<file path="src/logic/fft_pkg.sv">
`default_nettype none

package fft_pkg;

  // ==========================================================
  // Sizes
  // ==========================================================

  localparam int N_POINTS = 8;                 // FFT length.
  localparam int LOG2_N   = 3;                 // Stage count and bin index width.
  localparam int DATA_W   = 16;                // Width of one real or imaginary part.
  localparam int FRAC_W   = 14;                // Twiddle fraction bits, Q2.14.

  // ==========================================================
  // Sample and frame types
  // ==========================================================

  typedef struct packed {
    logic signed [DATA_W-1:0] re;
    logic signed [DATA_W-1:0] im;
  } cplx_t;

  // Element 0 sits in the lowest 32 bits.
  typedef cplx_t [N_POINTS-1:0] frame_t;

  // ==========================================================
  // Twiddle table
  // ==========================================================

  // sin(2*pi*k/N) in Q2.14; the cosine is read at (k + N/4) mod N.
  localparam logic signed [DATA_W-1:0] SINE_LUT [N_POINTS] = '{
    16'sd0,
    16'sd11585,
    16'sd16384,
    16'sd11585,
    16'sd0,
    -16'sd11585,
    -16'sd16384,
    -16'sd11585
  };

endpackage

`default_nettype wire

</file>
<file path="src/logic/fft_butterfly.sv">
`default_nettype none
`timescale 1ns/1ns

module fft_butterfly #(
  parameter int TW_IDX = 0
) (
  input  logic           clk,
  input  logic           arst_n,

  input  fft_pkg::cplx_t a,
  input  fft_pkg::cplx_t b,
  input  logic           recv_val,
  output logic           recv_rdy,

  output fft_pkg::cplx_t c,
  output fft_pkg::cplx_t d,
  output logic           send_val,
  input  logic           send_rdy
);

  localparam int DATA_W = fft_pkg::DATA_W;
  localparam int PROD_W = 2 * DATA_W;
  localparam int SUM_W  = DATA_W + 1;

  // W^k = cos - j*sin.
  localparam logic signed [DATA_W-1:0] W_COS =
    fft_pkg::SINE_LUT[(TW_IDX + fft_pkg::N_POINTS / 4) % fft_pkg::N_POINTS];
  localparam logic signed [DATA_W-1:0] W_SIN = fft_pkg::SINE_LUT[TW_IDX];

  logic signed [PROD_W-1:0] p_re_cos;
  logic signed [PROD_W-1:0] p_im_sin;
  logic signed [PROD_W-1:0] p_im_cos;
  logic signed [PROD_W-1:0] p_re_sin;
  logic signed [PROD_W-1:0] t_re_full;
  logic signed [PROD_W-1:0] t_im_full;
  logic signed [DATA_W-1:0] t_re;
  logic signed [DATA_W-1:0] t_im;
  logic        [SUM_W-1:0]  sum_c_re;
  logic        [SUM_W-1:0]  sum_c_im;
  logic        [SUM_W-1:0]  sum_d_re;
  logic        [SUM_W-1:0]  sum_d_im;
  logic                     full;

  // ==========================================================
  // Twiddle multiply, t = b * W
  // ==========================================================

  assign p_re_cos = PROD_W'(b.re) * PROD_W'(W_COS);
  assign p_im_sin = PROD_W'(b.im) * PROD_W'(W_SIN);
  assign p_im_cos = PROD_W'(b.im) * PROD_W'(W_COS);
  assign p_re_sin = PROD_W'(b.re) * PROD_W'(W_SIN);

  assign t_re_full = (p_re_cos >>> fft_pkg::FRAC_W) + (p_im_sin >>> fft_pkg::FRAC_W);
  assign t_im_full = (p_im_cos >>> fft_pkg::FRAC_W) - (p_re_sin >>> fft_pkg::FRAC_W);
  assign t_re      = t_re_full[DATA_W-1:0];
  assign t_im      = t_im_full[DATA_W-1:0];

  // Sign-extended sums, halved on the way into the register.
  assign sum_c_re = {a.re[DATA_W-1], a.re} + {t_re[DATA_W-1], t_re};
  assign sum_c_im = {a.im[DATA_W-1], a.im} + {t_im[DATA_W-1], t_im};
  assign sum_d_re = {a.re[DATA_W-1], a.re} - {t_re[DATA_W-1], t_re};
  assign sum_d_im = {a.im[DATA_W-1], a.im} - {t_im[DATA_W-1], t_im};

  // ==========================================================
  // One-deep output buffer
  // ==========================================================

  assign recv_rdy = !full || send_rdy;        // Refill on the same edge as release.
  assign send_val = full;

  always_ff @(posedge clk or negedge arst_n) begin
    if (!arst_n) begin
      full <= 1'b0;
    end else if (recv_val && recv_rdy) begin
      full <= 1'b1;
    end else if (send_rdy) begin
      full <= 1'b0;
    end
  end

  always_ff @(posedge clk) begin
    if (recv_val && recv_rdy) begin
      c.re <= sum_c_re[SUM_W-1:1];
      c.im <= sum_c_im[SUM_W-1:1];
      d.re <= sum_d_re[SUM_W-1:1];
      d.im <= sum_d_im[SUM_W-1:1];
    end
  end

endmodule

`default_nettype wire

</file>
<file path="src/logic/fft_frame_loader.sv">
`default_nettype none
`timescale 1ns/1ns

module fft_frame_loader (
  input  logic            clk,
  input  logic            arst_n,

  input  fft_pkg::cplx_t  in_sample,
  input  logic            in_valid,
  output logic            in_ready,

  output fft_pkg::frame_t frame,
  output logic            frame_val,
  input  logic            frame_rdy
);

  logic [fft_pkg::LOG2_N-1:0] count;
  logic [fft_pkg::LOG2_N-1:0] slot;
  logic                       accept;
  logic                       take;

  assign in_ready = !frame_val;               // Blocked while a full frame waits.
  assign accept   = in_valid && in_ready;
  assign take     = frame_val && frame_rdy;

  // Slot index is the count with its bits reversed.
  always_comb begin
    for (int i = 0; i < fft_pkg::LOG2_N; i++) begin
      slot[i] = count[fft_pkg::LOG2_N-1-i];
    end
  end

  // ==========================================================
  // Control
  // ==========================================================

  always_ff @(posedge clk or negedge arst_n) begin
    if (!arst_n) begin
      count     <= '0;
      frame_val <= 1'b0;
    end else begin
      if (accept) begin
        count <= count + 1'b1;                // Wraps after the last sample.
      end
      if (accept && (count == '1)) begin
        frame_val <= 1'b1;
      end else if (take) begin
        frame_val <= 1'b0;
      end
    end
  end

  // Sample storage.
  always_ff @(posedge clk) begin
    if (accept) begin
      frame[slot] <= in_sample;
    end
  end

endmodule

`default_nettype wire

</file>
<file path="src/logic/fft_frame_unloader.sv">
`default_nettype none
`timescale 1ns/1ns

module fft_frame_unloader (
  input  logic                       clk,
  input  logic                       arst_n,

  input  fft_pkg::frame_t            frame,
  input  logic                       frame_val,
  output logic                       frame_rdy,

  output fft_pkg::cplx_t             out_sample,
  output logic [fft_pkg::LOG2_N-1:0] out_index,
  output logic                       out_valid,
  input  logic                       out_ready
);

  fft_pkg::frame_t            held;
  logic [fft_pkg::LOG2_N-1:0] bin;
  logic                       full;
  logic                       take;
  logic                       emit;

  assign frame_rdy  = !full;
  assign take       = frame_val && frame_rdy;
  assign emit       = out_valid && out_ready;

  assign out_valid  = full;
  assign out_sample = held[bin];              // Natural order, bin 0 first.
  assign out_index  = bin;

  // ==========================================================
  // Bin sequencing
  // ==========================================================

  always_ff @(posedge clk or negedge arst_n) begin
    if (!arst_n) begin
      full <= 1'b0;
      bin  <= '0;
    end else if (take) begin
      full <= 1'b1;
      bin  <= '0;
    end else if (emit) begin
      bin <= bin + 1'b1;
      if (bin == '1) begin
        full <= 1'b0;                         // Last bin gone.
      end
    end
  end

  always_ff @(posedge clk) begin
    if (take) begin
      held <= frame;
    end
  end

endmodule

`default_nettype wire

</file>
<file path="src/logic/fft_stage.sv">
`default_nettype none
`timescale 1ns/1ns

module fft_stage #(
  parameter int STAGE = 0
) (
  input  logic            clk,
  input  logic            arst_n,

  input  fft_pkg::frame_t recv_frame,
  input  logic            recv_val,
  output logic            recv_rdy,

  output fft_pkg::frame_t send_frame,
  output logic            send_val,
  input  logic            send_rdy
);

  localparam int N_PTS  = fft_pkg::N_POINTS;
  localparam int N_BFLY = N_PTS / 2;
  localparam int HALF   = 1 << STAGE;         // Distance between the two inputs.

  logic [N_BFLY-1:0] bf_recv_rdy;
  logic [N_BFLY-1:0] bf_send_val;
  logic              bf_send_rdy;

  // ==========================================================
  // Frame-level handshake join
  // ==========================================================

  assign recv_rdy    = &bf_recv_rdy;          // Frame enters only if all can take it.
  assign send_val    = &bf_send_val;
  assign bf_send_rdy = send_rdy && send_val;  // All butterflies release together.

  // ==========================================================
  // Butterflies
  // ==========================================================

  // Pair selection and write-back use the same indices, so the
  // crossbar collapses into the port connections below.
  for (genvar bf = 0; bf < N_BFLY; bf++) begin : g_bfly
    localparam int UPPER  = (bf / HALF) * 2 * HALF + bf % HALF;
    localparam int LOWER  = UPPER + HALF;
    localparam int TW_SEL = (bf % HALF) * (N_PTS / (2 * HALF));

    fft_butterfly #(
      .TW_IDX(TW_SEL)
    ) u_bfly (
      .clk     (clk),
      .arst_n  (arst_n),
      .a       (recv_frame[UPPER]),
      .b       (recv_frame[LOWER]),
      .recv_val(recv_val),
      .recv_rdy(bf_recv_rdy[bf]),
      .c       (send_frame[UPPER]),
      .d       (send_frame[LOWER]),
      .send_val(bf_send_val[bf]),
      .send_rdy(bf_send_rdy)
    );
  end

endmodule

`default_nettype wire

</file>
<file path="src/logic/fft_top.sv">
`default_nettype none
`timescale 1ns/1ns

module fft_top (
  input  logic                       clk,
  input  logic                       arst_n,

  input  fft_pkg::cplx_t             in_sample,
  input  logic                       in_valid,
  output logic                       in_ready,

  output fft_pkg::cplx_t             out_sample,
  output logic [fft_pkg::LOG2_N-1:0] out_index,
  output logic                       out_valid,
  input  logic                       out_ready
);

  localparam int N_STAGES = fft_pkg::LOG2_N;

  // Link s feeds stage s; the last link feeds the unloader.
  fft_pkg::frame_t     link_frame [N_STAGES+1];
  logic [N_STAGES:0]   link_val;
  logic [N_STAGES:0]   link_rdy;

  fft_frame_loader u_loader (
    .clk      (clk),
    .arst_n   (arst_n),
    .in_sample(in_sample),
    .in_valid (in_valid),
    .in_ready (in_ready),
    .frame    (link_frame[0]),
    .frame_val(link_val[0]),
    .frame_rdy(link_rdy[0])
  );

  for (genvar s = 0; s < N_STAGES; s++) begin : g_stage
    fft_stage #(
      .STAGE(s)
    ) u_stage (
      .clk       (clk),
      .arst_n    (arst_n),
      .recv_frame(link_frame[s]),
      .recv_val  (link_val[s]),
      .recv_rdy  (link_rdy[s]),
      .send_frame(link_frame[s+1]),
      .send_val  (link_val[s+1]),
      .send_rdy  (link_rdy[s+1])
    );
  end

  fft_frame_unloader u_unloader (
    .clk       (clk),
    .arst_n    (arst_n),
    .frame     (link_frame[N_STAGES]),
    .frame_val (link_val[N_STAGES]),
    .frame_rdy (link_rdy[N_STAGES]),
    .out_sample(out_sample),
    .out_index (out_index),
    .out_valid (out_valid),
    .out_ready (out_ready)
  );

endmodule

`default_nettype wire

</file>
<file path="config.mk">
export PLATFORM = sky130hd
export DESIGN_NAME = fft_top
export DESIGN_NICKNAME = d
export VERILOG_FILES = /design/src/logic/fft_pkg.sv /design/src/logic/fft_butterfly.sv /design/src/logic/fft_frame_loader.sv /design/src/logic/fft_frame_unloader.sv /design/src/logic/fft_stage.sv /design/src/logic/fft_top.sv
export SDC_FILE = /design/constraint.sdc
export NUM_CORES = 2
export LEC_CHECK = 0
export BUFFER_PORTS_ARGS = -buffer_cell sky130_fd_sc_hd__buf_2
export CORE_MARGIN = 4
export CORE_UTILIZATION = 40
export CTS_BUF_LIST = sky130_fd_sc_hd__clkbuf_4 sky130_fd_sc_hd__clkbuf_8
export DETAILED_ROUTE_END_ITERATION = 10
export PLACE_DENSITY_LB_ADDON = 0.05
export SLEW_MARGIN = 25
export SYNTH_ARGS = -nofsm -noshare
export SYNTH_HDL_FRONTEND = slang
export SYNTH_HIERARCHICAL = 1
export SYNTH_SLANG_ARGS = --single-unit
export TNS_END_PERCENT = 5
</file>
<file path="constraint.sdc">
create_clock -name clk -period 17.85 [get_ports clk]
set_clock_uncertainty 0.2 [all_clocks]
set_input_delay 1.785 -clock clk [delete_from_list [all_inputs] [get_ports clk]]
set_output_delay 1.785 -clock clk [all_outputs]
set_load 0.05 [all_outputs]
</file>
==> impl_metrics.tcl <==
set metrics [dict create \
    antenna_found_initial 47 \
    netlist.area_leader.share 0.364 \
    highest_layer "met4" \
    synth_area_per_cell_um2 10.9 \
    layout-drive-gt1-share 0.0777 \
    fillCellCount 24900 \
    path_clk_slew_ns 0.06 \
    max-vdd-ir-drop_mv 0.0992 \
    internal-power_mw 5.49 \
    max_freq_mhz 102 \
    vias 71100 \
    syn_to_final_growth_pct 8.50 \
    slew_violations 0 \
    synthesis.nets 11700 \
    syn_inst 9688 \
    synth-xor-area-share 0.0687 \
    synth-compound-area-share 0.123 \
    timing.hold.ws_ns 0.162 \
    io_buffers 72 \
    nNetsFinal 11800 \
    first_pass_iters 6 \
    grt_usage 0.233 \
    start_util 0.402 \
    rsz0062_at_grt "false" \
    critPathKind "reg2reg" \
    drt_iter0_drc 5089 \
    synthAdderAreaFrac 0.270 \
    ctsHoldBuffers 0 \
    netlist_top_cells_area "edfxtp_1, ha_1, fa_1, inv_1, xnor2_1" \
    io_pins 73 \
    synth.yosys.seq_area_share 0.368 \
    ys_seq_elements 1300 \
    dr_wl_met2_mm 145 \
    grt_max_degree 181 \
    rows 188 \
    tightest_slew_ns 1.20 \
    slew-limit-headroom 0.194 \
    layout_min_cycle_time_ns 9.84 \
    worstSetupEndpointType "register" \
    worstReg2RegStart "g_stage[1].u_stage/g_bfly[3].u_bfly/d[6]" \
    fp.dieW_um 522 \
    p_sw_mw 2.12 \
    dpl_worst_slack_ns 7.91 \
    status "completed" \
    synth_cell_types 143 \
    grt_first_pass_wirelength_mm 470 \
    critPathMaxFanout 9 \
    yosys.area_share.simple 0.0859 \
    core_um2 263000 \
    post-synth-top-area-cell "edfxtp_1" \
    clock_sinks 1300 \
    synth.most_common_cell "ha_1" \
    reg2reg_slack_ns 8.01 \
    drc_errors 0 \
    crit_start "g_stage[1].u_stage/g_bfly[3].u_bfly/d[6]" \
    synth_top_flop_cell "edfxtp_1" \
    cts_tree "yes" \
    hp-class "reg2reg" \
    met3WireLength_mm 14.5 \
    r2r_cells 36 \
    hold_viol 0 \
    crit_required_ns 18.53 \
    comb_power_share 0.137 \
    slowest_stage "or4b_1" \
    synthArstFlopShare 0.0154 \
    switching_share 0.279 \
    ys_top_cells_by_count "ha_1, inv_1, edfxtp_1" \
    worstSetupStartpointType "register" \
    power_leakage_nw 48.9 \
    setup_viol 0 \
    wire_per_inst_um 23.9 \
    die_area_um2 273000 \
    clock_path_buffers 4 \
    overflow 0 \
    tns_ns 0 \
    yosys_warnings 6 \
    grt_pass1_vias 70600 \
    synth_top_family_by_area "adder cells" \
    clk_latency_ns 1.02 \
    critPathMaxStageDelay_ns 0.70 \
    detail-route-antenna-nets 0 \
    setup_slack_ns 8.01 \
    drv_cap 0 \
    crit_arrival_ns 10.52 \
    htree_levels 4 \
    gp_congestion 0.916 \
    cts_buffers 239 \
    root_buffer "clkbuf_8" \
    met1_length_mm 155 \
    synthMuxAreaShare 0.0195 \
    p_per_area_nw_per_um2 66.3 \
    endpoint "g_stage[2].u_stage/g_bfly[3].u_bfly/c[15]" \
    p_clk_frac 0.395 \
    die_y_um 522 \
    synth_edf_count 1280 \
    synth_area_um2 106000 \
    r2r-end "g_stage[2].u_stage/g_bfly[3].u_bfly/c[15]" \
    ctsResizeCount 0 \
    hpwl_mm 267 \
    vias_per_cell 5.27 \
    layout_worst_path_cycle_share 0.551 \
    routed_wl_mm 322 \
    final_util 0.437 \
    p_seq_frac 0.468 \
    cts_setup_buffers 0 \
]
## sequential cells by signal, indices dropped and copies added, names as in the netlist
| signal | flops |
|---|---|
| g_stage.u_stage/g_bfly.u_bfly/c | 384 |
| g_stage.u_stage/g_bfly.u_bfly/d | 384 |
| u_loader/frame | 256 |
| u_unloader/held | 256 |
| g_stage.u_stage/g_bfly.u_bfly/send_val | 12 |
| u_loader/count | 3 |
| u_unloader/out_index | 3 |
| u_loader/frame_val | 1 |
| u_unloader/out_valid | 1 |
## cell families (layout without fill, tap and decap cells)
family	after synthesis	in the layout
and+or+nand+nor	1788	1788
DFF	1300	1300
adders and majority gates	1990	1990
muxes	120	120
AOI/OAI and AO/OA	1924	1924
buffers and inverters	1742	2031
xor gates and xnor gates	824	824
other	0	9
## cell type report
| cell class | instances | area [um^2] | share of cell area |
|---|---|---|---|
| antenna | 9 | 22.5 | 0.000196 |
| timing repair buffer | 110 | 674 | 0.00588 |
| sequential | 1300 | 38900 | 0.340 |
| clock buffer | 315 | 3930 | 0.0343 |
| tap | 3515 | 4400 | 0.0383 |
| inverter | 1479 | 5550 | 0.0484 |
| clock inverter | 127 | 1040 | 0.00911 |
| multi-input combinational | 6646 | 60100 | 0.524 |
## metrics by stage
| step | total power, mW | cells | cell area (um^2) |
|---|---|---|---|
| 3_3_place_gp | 4.67 | 13000 | 110000 |
| 5_1_grt | 7.93 | 13500 | 115000 |
| 6_report | 7.61 | 13500 | 115000 |
| 3_5_place_dp | 4.68 | 13000 | 110000 |
| 2_1_floorplan | 4.32 | 9688 | 106000 |
| 4_1_cts | 7.73 | 13500 | 115000 |
## cell usage in the layout (no fill, tap or decap), types with 22 or more instances in the layout
cell type / instances
nand3_1: 97
clkbuf_8: 250
a31oi_1: 62
fa_1: 492
nand4_1: 32
and3_1: 48
buf_2: 72
or3_1: 44
nor4_1: 56
clkbuf_4: 65
buf_4: 35
o211ai_1: 29
nand2_1: 273
nor2_1: 582
nor2b_1: 114
o31ai_1: 64
o21ai_1: 47
o21bai_1: 129
xnor2_1: 619
xor2_1: 189
a221o_1: 22
mux4_2: 61
o21a_1: 77
edfxtp_1: 1280
o22ai_1: 33
nor3_1: 190
mux2_2: 38
ha_1: 1498
o21ai_0: 255
inv_1: 1470
o31a_1: 26
a211oi_1: 52
a21oi_1: 596
nand2b_1: 147
and2_1: 38
a21o_1: 178
clkinv_1: 61
a21boi_0: 23
a221oi_1: 43
clkinv_2: 34
## power by group through the flow
stage	combinational (mW)	clock, mW	sequential [mW]
floorplan	0.735	0	3.59
global placement	1.05	0	3.62
detailed placement	1.05	0	3.63
CTS	1.05	3.11	3.56
global route	1.11	3.25	3.57
finish	1.04	3.01	3.56
## per-layer routing
| layer | vias up | track usage |
|---|---|---|
| met1 | 35200 | 0.344 |
| met4 | 0 | 0.0476 |
| met3 | 305 | 0.0253 |
| met5 | - | 0 |
| li1 | 34000 | - |
| met2 | 1621 | 0.369 |
## worst min path at each step
stage / startpoint / to / depth (start not counted)
2_1_floorplan: g_stage[2].u_stage/g_bfly[0].u_bfly/c[0] / u_unloader/held[0] / 0
3_3_place_gp: g_stage[2].u_stage/g_bfly[0].u_bfly/d[16] / u_unloader/held[144] / 0
3_5_place_dp: g_stage[2].u_stage/g_bfly[3].u_bfly/c[8] / u_unloader/held[104] / 0
4_1_cts: g_stage[2].u_stage/g_bfly[2].u_bfly/d[21] / u_unloader/held[213] / 0
5_1_grt: g_stage[2].u_stage/g_bfly[0].u_bfly/c[16] / u_unloader/held[16] / 0
6_report: g_stage[2].u_stage/g_bfly[2].u_bfly/d[21] / u_unloader/held[213] / 0
## critical path: cells and delay by family, from the launching register on
family                   cells  cell delay, ns
flip-flops                   1            0.62
AND/OR/NAND/NOR              5            1.60
AO/OA/AOI/OAI               14            2.60
adder cells (fa/ha/maj)      9            3.91
buffers and inverters        6            0.52
XOR/XNOR                     1            0.12
multiplexers                 1            0.16
No activity file was read; power rests on OpenSTA's default activity.
